File: config.mk
export PLATFORM = sky130hd
export DESIGN_NAME = adc_trigger_top
export DESIGN_NICKNAME = d
export VERILOG_FILES = /design/src/hdl/adc_trigger_pkg.sv /design/src/hdl/acquisition_gate.sv /design/src/hdl/adc_trigger_top.sv /design/src/hdl/hit_detector.sv /design/src/hdl/sample_pipeline.sv
export SDC_FILE = /design/constraint.sdc
export NUM_CORES = 1
export LEC_CHECK = 0
export BUFFER_PORTS_ARGS = -buffer_cell sky130_fd_sc_hd__buf_2
export CAP_MARGIN = 20
export CORE_UTILIZATION = 30
export CTS_BUF_LIST = sky130_fd_sc_hd__clkbuf_16
export CTS_CLUSTER_SIZE = 14
export DETAILED_ROUTE_END_ITERATION = 12
export PLACE_DENSITY = 0.55
export SLEW_MARGIN = 25
export SYNTH_ARGS = -nofsm -noshare
export SYNTH_HDL_FRONTEND = slang
export SYNTH_HIERARCHICAL = 1
export SYNTH_SLANG_ARGS = --single-unit
File: constraint.sdc
create_clock -name CLK -period 3.2 [get_ports CLK]
set_input_delay 0.32 -clock CLK [delete_from_list [all_inputs] [get_ports CLK]]
set_output_delay 0.32 -clock CLK [all_outputs]
set_load 0.05 [all_outputs]
File: src/hdl/adc_trigger_pkg.sv
package adc_trigger_pkg;

  // converter sample and lane geometry
  localparam int ADC_BITS  = 12;
  localparam int LANE_BITS = 16;
  localparam int LANES     = 8;
  localparam int WORD_BITS = LANES * LANE_BITS;

  // hit rule over adjacent lanes
  localparam int HIT_WINDOW = 2;
  localparam int GROUPS     = LANES / HIT_WINDOW;

  // arming length range
  localparam int PRE_LEN_BITS = 5;

  // trigger window after the last hit, in cycles
  localparam int POST_LEN      = 12;
  localparam int POST_CNT_BITS = 4;

  // free running time value from the system
  localparam int TIME_BITS = 48;

  // signed sample as taken from the top of a lane
  typedef logic signed [ADC_BITS-1:0] sample_t;

  // one bit of growth for sample minus baseline
  typedef logic signed [ADC_BITS:0] delta_t;

  // full stream word, lane 0 in the low bits
  typedef logic [WORD_BITS-1:0] word_t;

  typedef logic [TIME_BITS-1:0] time_t;

endpackage

File: src/hdl/acquisition_gate.sv
`timescale 1ns/100ps

module acquisition_gate (
  input  logic                                   CLK,
  input  logic                                   RESET,
  input  logic                                   tvalid,
  input  logic                                   ready,
  input  logic [adc_trigger_pkg::PRE_LEN_BITS-1:0] pre_len,
  input  logic                                   hit_flag,
  input  adc_trigger_pkg::time_t                 current_time,
  input  adc_trigger_pkg::word_t                 pipe_samples,
  input  logic                                   pipe_valid,
  input  adc_trigger_pkg::time_t                 pipe_time,
  output logic                                   triggered,
  output logic                                   out_valid,
  output adc_trigger_pkg::word_t                 out_samples,
  output adc_trigger_pkg::time_t                 out_time,
  output adc_trigger_pkg::time_t                 trig_time
);

  import adc_trigger_pkg::*;

  localparam logic [POST_CNT_BITS-1:0] POST_LAST = POST_CNT_BITS'(POST_LEN - 1);

  // arming state
  logic [PRE_LEN_BITS-1:0] pre_len_q;
  logic [PRE_LEN_BITS-1:0] arm_cnt;
  logic                    armed;
  logic                    enable;

  // trigger window
  logic [POST_CNT_BITS-1:0] post_cnt;
  logic                     post_done;
  logic                     trig_rise;

  // arming length is held from reset
  always_ff @(posedge CLK) begin
    if (RESET) begin
      pre_len_q <= pre_len;
    end
  end

  // a zero length is met by the reset count
  assign armed = (arm_cnt == pre_len_q);

  // consecutive valid words until armed, then frozen
  always_ff @(posedge CLK) begin
    if (RESET) begin
      arm_cnt <= '0;
    end else if (!armed) begin
      if (tvalid) begin
        arm_cnt <= arm_cnt + 1'b1;
      end else begin
        arm_cnt <= '0;
      end
    end
  end

  always_ff @(posedge CLK) begin
    if (RESET) begin
      enable <= 1'b0;
    end else begin
      enable <= armed && tvalid && ready;
    end
  end

  assign post_done = (post_cnt == POST_LAST);

  // triggered goes high at this edge
  assign trig_rise = enable && hit_flag && !triggered;

  // window priority: enable, hit, end of window, advance
  always_ff @(posedge CLK) begin
    if (RESET) begin
      triggered <= 1'b0;
      post_cnt  <= '0;
    end else if (!enable) begin
      triggered <= 1'b0;
      post_cnt  <= '0;
    end else if (hit_flag) begin
      triggered <= 1'b1;
      post_cnt  <= '0;
    end else if (post_done) begin
      triggered <= 1'b0;
    end else begin
      post_cnt <= post_cnt + 1'b1;
    end
  end

  // time of the trigger, kept until the next rise
  always_ff @(posedge CLK) begin
    if (RESET) begin
      trig_time <= '0;
    end else if (trig_rise) begin
      trig_time <= current_time;
    end
  end

  // output stage, one cycle behind the pipeline
  always_ff @(posedge CLK) begin
    if (RESET) begin
      out_valid   <= 1'b0;
      out_samples <= '1;
      out_time    <= '0;
    end else begin
      out_valid   <= pipe_valid && triggered;
      out_samples <= pipe_samples;
      out_time    <= pipe_time;
    end
  end

endmodule

File: src/hdl/adc_trigger_top.sv
`timescale 1ns/100ps

module adc_trigger_top (
  input  logic                                   CLK,
  input  logic                                   RESET,
  // stream from the converter
  input  adc_trigger_pkg::word_t                 tdata,
  input  logic                                   tvalid,
  // downstream level
  input  logic                                   ready,
  // settings, taken during reset
  input  logic [adc_trigger_pkg::PRE_LEN_BITS-1:0] pre_len,
  input  adc_trigger_pkg::delta_t                threshold,
  input  adc_trigger_pkg::sample_t               baseline,
  input  adc_trigger_pkg::time_t                 current_time,
  // gated output
  output logic                                   triggered,
  output logic                                   out_valid,
  output adc_trigger_pkg::word_t                 out_samples,
  output adc_trigger_pkg::time_t                 out_time,
  output adc_trigger_pkg::time_t                 trig_time
);

  import adc_trigger_pkg::*;

  logic  hit_flag;
  word_t pipe_samples;
  logic  pipe_valid;
  time_t pipe_time;

  // hit flag two cycles after the word
  hit_detector u_hit (
    .CLK       (CLK),
    .RESET     (RESET),
    .tdata     (tdata),
    .tvalid    (tvalid),
    .baseline  (baseline),
    .threshold (threshold),
    .hit_flag  (hit_flag)
  );

  // data path matched to the detector
  sample_pipeline u_pipe (
    .CLK          (CLK),
    .RESET        (RESET),
    .tdata        (tdata),
    .tvalid       (tvalid),
    .current_time (current_time),
    .pipe_samples (pipe_samples),
    .pipe_valid   (pipe_valid),
    .pipe_time    (pipe_time)
  );

  acquisition_gate u_gate (
    .CLK          (CLK),
    .RESET        (RESET),
    .tvalid       (tvalid),
    .ready        (ready),
    .pre_len      (pre_len),
    .hit_flag     (hit_flag),
    .current_time (current_time),
    .pipe_samples (pipe_samples),
    .pipe_valid   (pipe_valid),
    .pipe_time    (pipe_time),
    .triggered    (triggered),
    .out_valid    (out_valid),
    .out_samples  (out_samples),
    .out_time     (out_time),
    .trig_time    (trig_time)
  );

endmodule

File: src/hdl/hit_detector.sv
`timescale 1ns/100ps

module hit_detector (
  input  logic                     CLK,
  input  logic                     RESET,
  input  adc_trigger_pkg::word_t   tdata,
  input  logic                     tvalid,
  input  adc_trigger_pkg::sample_t baseline,
  input  adc_trigger_pkg::delta_t  threshold,
  output logic                     hit_flag
);

  import adc_trigger_pkg::*;

  // settings held from the reset period
  sample_t baseline_q;
  delta_t  threshold_q;

  // per lane view of the incoming word
  sample_t lane_sample [LANES];
  delta_t  lane_delta [LANES];

  logic [LANES-1:0]  lane_over;
  logic [LANES-1:0]  lane_over_q;
  logic [GROUPS-1:0] group_hit;

  // load settings on every reset cycle, hold afterwards
  always_ff @(posedge CLK) begin
    if (RESET) begin
      baseline_q  <= baseline;
      threshold_q <= threshold;
    end
  end

  // lane compare against threshold
  for (genvar i = 0; i < LANES; i++) begin : g_lane
    // sample sits in the upper bits of the lane
    assign lane_sample[i] = tdata[i*LANE_BITS + LANE_BITS - 1 -: ADC_BITS];

    // sign extend both before subtracting
    assign lane_delta[i] = delta_t'(lane_sample[i]) - delta_t'(baseline_q);

    assign lane_over[i] = (lane_delta[i] >= threshold_q);
  end

  // first stage, dropped when the word is not valid
  always_ff @(posedge CLK) begin
    if (RESET || !tvalid) begin
      lane_over_q <= '0;
    end else begin
      lane_over_q <= lane_over;
    end
  end

  // a group hits only if all its lanes are over
  for (genvar g = 0; g < GROUPS; g++) begin : g_group
    assign group_hit[g] = &lane_over_q[g*HIT_WINDOW +: HIT_WINDOW];
  end

  // second stage, any group is enough
  always_ff @(posedge CLK) begin
    if (RESET) begin
      hit_flag <= 1'b0;
    end else begin
      hit_flag <= |group_hit;
    end
  end

endmodule

File: src/hdl/sample_pipeline.sv
`timescale 1ns/100ps

module sample_pipeline (
  input  logic                   CLK,
  input  logic                   RESET,
  input  adc_trigger_pkg::word_t tdata,
  input  logic                   tvalid,
  input  adc_trigger_pkg::time_t current_time,
  output adc_trigger_pkg::word_t pipe_samples,
  output logic                   pipe_valid,
  output adc_trigger_pkg::time_t pipe_time
);

  import adc_trigger_pkg::*;

  // lanes moved down to an unsigned 12-bit field
  word_t lane_fmt;

  // first delay stage
  word_t samples_s1;
  logic  valid_s1;
  time_t time_s1;

  for (genvar i = 0; i < LANES; i++) begin : g_fmt
    // drop the low filler bits and pad the top with zeros
    assign lane_fmt[i*LANE_BITS +: LANE_BITS] = {
      {(LANE_BITS - ADC_BITS){1'b0}},
      tdata[i*LANE_BITS + LANE_BITS - 1 -: ADC_BITS]
    };
  end

  // two stages to line up with the hit detector
  always_ff @(posedge CLK) begin
    if (RESET) begin
      samples_s1 <= '1;
      valid_s1   <= 1'b0;
      time_s1    <= '0;
    end else begin
      samples_s1 <= lane_fmt;
      valid_s1   <= tvalid;
      time_s1    <= current_time;
    end
  end

  always_ff @(posedge CLK) begin
    if (RESET) begin
      pipe_samples <= '1;
      pipe_valid   <= 1'b0;
      pipe_time    <= '0;
    end else begin
      pipe_samples <= samples_s1;
      pipe_valid   <= valid_s1;
      pipe_time    <= time_s1;
    end
  end

endmodule

==> flow_metrics.tcl, run 1 <==
set metrics [dict create \
    hold_violations 0 \
    place_hpwl_um 43640 \
    family_with_the_most_delay_on_the_worst_path "compound AO/OA/AOI/OAI gates" \
    clk_root_buffer_cell "sky130_fd_sc_hd__clkbuf_16" \
    slew_headroom_pct 31.71 \
    crit_fanout 6 \
    clock.fmax_ghz 0.3021 \
    drt_iter0_drc 663 \
    synth_area_leaders "sky130_fd_sc_hd__dfxtp_1 (48%), sky130_fd_sc_hd__ha_1 (11%), sky130_fd_sc_hd__or2_2 (8.6%), sky130_fd_sc_hd__nor2b_1 (4.5%), sky130_fd_sc_hd__edfxtp_1 (4.0%)" \
    p_total_mw 17.63 \
    failing_checks "setup timing" \
    worst_hold_margin_ps 66.39 \
    antenna_violating_nets_post_route 0 \
    cts_tree "done" \
    slew_viol_final 0 \
    final.period_utilization_pct 103.4 \
    detailroute.wirelength.met2_um 29860 \
    drv_cap 0 \
    synth-edff-count 30 \
    grt_max_degree 167 \
    wirelength_um 61730 \
    worstPathRequired_ps 3720 \
    synth_cells 2166 \
    via_count 16900 \
    detailedPlace.worstSlack_ps -231.2 \
    hold_class "primary input to flop" \
    p_leak_nw 12.76 \
    layout-area-overhead-vs-synth_pct 32.46 \
    postLayoutCoreUtil_pct 40.11 \
    wl_met3_um 3275 \
    setup_slack_ps -110.0 \
    cts_buffers 61 \
    clk_pin_slew_worst_paths_ps 70 \
    run_status "finished with violations" \
    core_area_um2 74320 \
    yosys_warnings 6 \
    layout_min_cycle_time_ps 3310 \
    clock_skew_ps 29.98 \
    num-nets-final 3188 \
    buffer_ports.inserted 403 \
    detail_route.first_pass.iterations 5 \
    buffer_levels_on_the_longest_clock_path 3 \
    viasPerCell 4.457 \
    critical_path.cell_chain "clkinvlp_4, buf_12, ha_4, nor2b_1, o21a_1, a311o_1, a31o_1, o41ai_2, xnor2_1, ha_1, nand4_1, a211oi_2, o41a_1" \
    htree_num_levels 2 \
    maxUsedRoutingLayer "met5" \
    grt_pass1_vias 16590 \
    yosysUniqueCellTypes 66 \
    syn_area_um2 22500 \
    routedLengthMet1_um 26810 \
    path_buf_inv 2 \
    reg2reg_slack_ps -110 \
    global_route.usage.total_pct 15.46 \
    global_route_wire_length_before_repair_um 90730 \
    unrepaired_setup_endpoints_after_global_routing "yes" \
    pwr_density_cell_nw_per_um2 591.3 \
    synthMostInstantiatedCell "sky130_fd_sc_hd__dfxtp_1" \
    layout-drive-gt1-share_pct 33.01 \
    gp_congestion 0.8431 \
    post-synth-top-area-cell "sky130_fd_sc_hd__dfxtp_1" \
    crit_slowest_cell "sky130_fd_sc_hd__o41a_1" \
    vdd_ir_drop_max_mv 0.3861 \
    fp.dieW_um 275.9 \
    postSynth.asyncResetShare_pct 0 \
    synth_seq_area_share_pct 51.77 \
    fp.dieH_um 275.9 \
    cts_num_sinks 567 \
    postSynth.topFlopCell "sky130_fd_sc_hd__dfxtp_1" \
    post_synthesis_mean_instance_area_um2 10.39 \
    design.portCount 436 \
    die_area_um2 76110 \
    ys_seq_elements 567 \
    std_cell_rows 100 \
    clkLatencyLatePin_ps 640 \
    slowest_delay_ps 420 \
    antenna_found_initial 3 \
    post_drt_wl_per_cell_um 16.28 \
    worstPathArrival_ps 3830 \
    timing.setup.critical_path_class "flop to flop" \
    yosys-top-cells-count "sky130_fd_sc_hd__dfxtp_1 (537), sky130_fd_sc_hd__or2_2 (310), sky130_fd_sc_hd__ha_1 (202)" \
    cp-end-kind "flop" \
    setup_viol_count_final 6 \
    grt_overflow 0 \
    detail_route.drc_violations 0 \
    initial_utilization_pct 30.28 \
    worst_pin_slew_ps 1024 \
    critical_path.startpoint_type "flop" \
    yosysTopAreaCellShare_pct 47.77 \
    synth_fp_nets 2586 \
]
final cells by class:
cell class / instances / area [um2]
Inverter: 76 / 296.5
Clock inverter: 54 / 478.0
Clock buffer: 61 / 1526
Timing Repair Buffer: 643 / 4417
Fill cell: 7223 / 44510
Tap cell: 969 / 1212
Antenna cell: 3 / 7.507
Multi-Input combinational cell: 1419 / 10220
Sequential cell: 567 / 11650
per-layer routing:
metal | vias to the layer above | GRT usage (%)
met4 | 4 | 4.815
li1 | 8422 | -
met2 | 495 | 27.38
met5 | - | 0
met3 | 113 | 2.836
met1 | 7868 | 18.83
power by group:
group | total [mW] | internal (mW) | leakage [nW] | switching [mW]
registers | 7.48 | 7.41 | 4.71 | 0.0773
clock network | 6.89 | 3.91 | 1.01 | 2.97
logic | 3.26 | 1.47 | 7.04 | 1.79
cell families (layout without fill, tap and decap cells):
kind of cell,Yosys count,after routing,synth area share [%]
muxes,1,1,0.04448
other,0,3,0
buffers and inverters,180,834,3.997
and+or+nand+nor,791,791,19.68
DFF,567,567,51.77
xor gates and xnor gates,80,80,3.114
adders and majority gates,210,210,11.94
AOI/OAI and AO/OA,337,337,9.446
timing repair:
action | CTS | global route
pin swaps | 41 | 63
setup endpoints to repair | 8 | 8
setup buffers | 9 | 12
hold buffers | 174 | 0
resized for setup | 30 | 36
endpoints found under the hold margin | 221 | 0
gates cloned | 1 | 0
worst register-to-register path: stages, from the launching register on:
cell and delay, ps:
sky130_fd_sc_hd__edfxtp_1 370, sky130_fd_sc_hd__clkinvlp_4 140, sky130_fd_sc_hd__buf_12 170, sky130_fd_sc_hd__ha_4 200, sky130_fd_sc_hd__nor2b_1 120, sky130_fd_sc_hd__o21a_1 190
sky130_fd_sc_hd__a311o_1 400, sky130_fd_sc_hd__a31o_1 260, sky130_fd_sc_hd__o41ai_2 310, sky130_fd_sc_hd__xnor2_1 130, sky130_fd_sc_hd__ha_1 340, sky130_fd_sc_hd__nand4_1 120
sky130_fd_sc_hd__a211oi_2 50, sky130_fd_sc_hd__o41a_1 420
through the flow:
step | cell area (um2) | TNS [ps] | instances
floorplan | 22550 | -271.7 | 2166
global placement | 25630 | -734.3 | 3479
detailed placement | 25630 | -1192 | 3479
CTS | 29550 | -439.5 | 3778
global route | 29800 | -1439 | 3790
finish | 29810 | -299.9 | 3792
sequential cells by signal, summed over array words and instances, names as in the netlist, 4 cells and up:
| register | count |
|---|---|
| u_gate/out_samples | 128 |
| u_pipe/pipe_samples | 97 |
| u_pipe/samples_s1 | 97 |
| u_gate/out_time | 48 |
| u_gate/trig_time | 48 |
| u_pipe/pipe_time | 48 |
| u_pipe/time_s1 | 48 |
| u_hit/threshold_q | 13 |
| u_hit/baseline_q | 12 |
| u_hit/lane_over_q | 8 |
| u_gate/arm_cnt | 5 |
| u_gate/pre_len_q | 5 |
| u_gate/post_cnt | 4 |
cells in the final DEF, fill, tap and decap left out, types with 24 or more instances in the layout:
cell type	n
sky130_fd_sc_hd__a21oi_1	123
sky130_fd_sc_hd__clkbuf_16	61
sky130_fd_sc_hd__nor2_1	74
sky130_fd_sc_hd__xnor2_1	62
sky130_fd_sc_hd__dfxtp_1	537
sky130_fd_sc_hd__buf_4	53
sky130_fd_sc_hd__buf_2	402
sky130_fd_sc_hd__dlygate4sd3_1	174
sky130_fd_sc_hd__nor2b_1	162
sky130_fd_sc_hd__o21ai_0	39
sky130_fd_sc_hd__a21o_1	41
sky130_fd_sc_hd__nand4_1	24
sky130_fd_sc_hd__edfxtp_1	30
sky130_fd_sc_hd__inv_1	81
sky130_fd_sc_hd__or2_2	311
sky130_fd_sc_hd__nand2_1	129
sky130_fd_sc_hd__ha_1	196
worst paths after layout:
path / from / to / cells after the start
setup / recovery: u_hit/baseline_q[1]$_DFFE_PP_ / u_hit/lane_over_q[6]$_SDFF_PP0_ / 13
hold / removal: tdata[5] / u_pipe/samples_s1[1]$_SDFF_PP1_ / 3
setup reg to reg: u_hit/baseline_q[1]$_DFFE_PP_ / u_hit/lane_over_q[6]$_SDFF_PP0_ / 13
hold reg to reg: u_pipe/samples_s1[98]$_SDFF_PP1_ / u_pipe/pipe_samples[98]$_SDFF_PP1_ / 1
Power figures use the tool's default switching activity.
==> run 2, diff against run 1 <==
- RECOVER_POWER: not set -> 50
==> flow_metrics.tcl, run 2 (synthesized netlist as in run 1, its figures left out) <==
set metrics [dict create \
    critical_path.startpoint_type "flop" \
    vdd_ir_drop_max_mv 0.3861 \
    clkLatencyLatePin_ps 640 \
    gp_congestion 0.8431 \
    pwr_density_cell_nw_per_um2 592.2 \
    num-nets-final 3188 \
    unrepaired_setup_endpoints_after_global_routing "yes" \
    multi_input_comb_area_um2 10220 \
    largest_register_ff_count 128 \
    slew_viol_final 111 \
    global_route.usage.total_pct 15.46 \
    buffer_ports.inserted 403 \
    layout_min_cycle_time_ps 3306 \
    setup_viol_count_final 5 \
    hold_violations 0 \
    timing.setup.critical_path_class "flop to flop" \
    wirelength_um 61750 \
    via_count 16910 \
    grt_overflow 0 \
    die_area_um2 76110 \
    cp-end-kind "flop" \
    layout-drive-gt1-share_pct 32.80 \
    most-common-layout-cells "sky130_fd_sc_hd__dfxtp_1 (537), sky130_fd_sc_hd__buf_2 (397), sky130_fd_sc_hd__or2_2 (311), sky130_fd_sc_hd__ha_1 (196), sky130_fd_sc_hd__dlygate4sd3_1 (174)" \
    worstPathArrival_ps 3830 \
    max_flop_register "u_gate/out_samples" \
    worst_hold_margin_ps 68.03 \
    worst_setup_path_startpoint "u_hit/baseline_q[1]$_DFFE_PP_" \
    antenna_violating_nets_post_route 0 \
    seq_power_share_pct 42.5 \
    initial_utilization_pct 30.28 \
    most_crowded_layer_gr "met2" \
    worst_pin_slew_ps 2195 \
    intPower_mw 12.78 \
    p_sw_mw 4.842 \
    fraction_of_power_consumed_by_combinational_cells_pct 18.5 \
    gr-usage-met3_pct 2.836 \
    reg_to_reg_start "u_hit/baseline_q[1]$_DFFE_PP_" \
    buffer_levels_on_the_longest_clock_path 3 \
    drt_iter0_drc 662 \
    failing_checks "capacitance limit, slew limit, setup timing" \
    clk_root_buffer_cell "sky130_fd_sc_hd__clkbuf_16" \
    detail_route.drc_violations 0 \
    viasPerCell 4.458 \
    grt_pass1_vias 16590 \
    clk_pin_slew_worst_paths_ps 70 \
    min-delay-start "tdata[5]" \
    most_frequent_standard_cell_in_the_layout_excluding_fill_and_tap_cells "sky130_fd_sc_hd__dfxtp_1" \
    seq_area_um2 11650 \
    antenna_found_initial 3 \
    hold_class "primary input to flop" \
    detailedPlace.worstSlack_ps -231.2 \
    std_cell_rows 100 \
    place_hpwl_um 43640 \
    clock.fmax_ghz 0.3025 \
    crit_fanout 6 \
    final.period_utilization_pct 103.3 \
    gr-usage-met1_pct 18.83 \
    grt_max_degree 167 \
    design.portCount 436 \
    cts_num_sinks 567 \
    slew_headroom_pct -46.36 \
    drv_cap 1 \
    clock_skew_ps 29.42 \
    final_cell_count_no_fill 3792 \
    cts_buffers 61 \
    core_area_um2 74320 \
    detail_route.first_pass.iterations 5 \
    sw_frac_of_total_pct 27.47 \
    run_status "finished with violations" \
    global_route_wire_length_before_repair_um 90730 \
    cts_tree "done" \
    fp.dieW_um 275.9 \
    grt_use_met2_pct 27.38 \
    layout_top_registers "u_gate/out_samples: 128 flops, u_pipe/pipe_samples: 97 flops, u_pipe/samples_s1: 97 flops" \
    setup_slack_ps -106.3 \
    n_fill_cell 7234 \
    post_drt_wl_per_cell_um 16.28 \
    p_leak_nw 12.73 \
    power_frac_clock_pct 39.1 \
    layout-area-overhead-vs-synth_pct 32.24 \
    place.detailed.instances 3479 \
    htree_num_levels 2 \
    worstPathRequired_ps 3720 \
    fp.dieH_um 275.9 \
]
-- run 2: cell count changes in the layout (fill, tap and decap cells not counted), sizes merged --
cell / previous run / this run
buf: 469 / 459
clkbuf: 61 / 71
-- run 2: per-layer routing --
layer	wire length, um	part of all wire, %	vias up
li1	-	-	8425
met1	26860	43	7866
met2	29820	48	496
met3	3280	5.3	115
met4	1770	2.9	4
met5	22	0.036	-
-- run 2: layout make-up --
type,count,share of cell area [%]
clock inverter,54,1.606
antenna,3,0.02523
sequential,567,39.15
clock buffer,61,5.129
multi-input combinational,1419,34.34
tap,969,4.074
inverter,76,0.9965
timing repair buffer,643,14.67
-- run 2: critical path: stages, from the launching register on --
cell	delay [ps]
sky130_fd_sc_hd__edfxtp_1	370
sky130_fd_sc_hd__clkinvlp_4	130
sky130_fd_sc_hd__buf_12	170
sky130_fd_sc_hd__ha_4	200
sky130_fd_sc_hd__nor2b_1	120
sky130_fd_sc_hd__o21a_1	190
sky130_fd_sc_hd__a311o_1	400
sky130_fd_sc_hd__a31o_1	260
sky130_fd_sc_hd__o41ai_2	310
sky130_fd_sc_hd__xnor2_1	130
sky130_fd_sc_hd__ha_1	340
sky130_fd_sc_hd__nand4_1	120
sky130_fd_sc_hd__a211oi_2	40
sky130_fd_sc_hd__o41a_1	410
-- run 2: path summary, 6_finish.rpt --
path	slack, ps	cells after the start	end
worst max register to register	-110	13	u_hit/lane_over_q[6]$_SDFF_PP0_
worst min-delay path	70	3	u_pipe/samples_s1[1]$_SDFF_PP1_
worst max-delay path	-110	13	u_hit/lane_over_q[6]$_SDFF_PP0_
worst min register to register	380	1	u_pipe/pipe_samples[98]$_SDFF_PP1_
-- run 2: metrics by stage --
step	utilization, %	cell area (um2)	setup TNS (ps)	power (mW)
after floorplan	-	22550	-271.7	9.677
after global placement	34.49	25630	-734.3	10.44
after detailed placement	34.49	25630	-1192	10.53
after CTS	39.76	29550	-439.5	17.80
after global routing	40.03	29750	-14040	18.54
final	40.04	29760	-290.7	17.62
-- run 2: power by group through the flow --
stage	combinational, mW	sequential, mW	clock, mW
3_5_place_dp	2.89	7.64	0
6_report	3.25	7.48	6.89
3_3_place_gp	2.80	7.64	0
5_1_grt	3.60	7.51	7.43
2_1_floorplan	1.83	7.84	0
4_1_cts	3.15	7.48	7.16
-- run 2: repair_timing --
action,4_1_cts,5_1_grt
gates resized for setup,30,36
pin swaps,41,63
gates cloned,1,0
endpoints found under the setup margin,8,8
buffers inserted,9,12
hold buffers,174,0
hold endpoints to repair,221,0
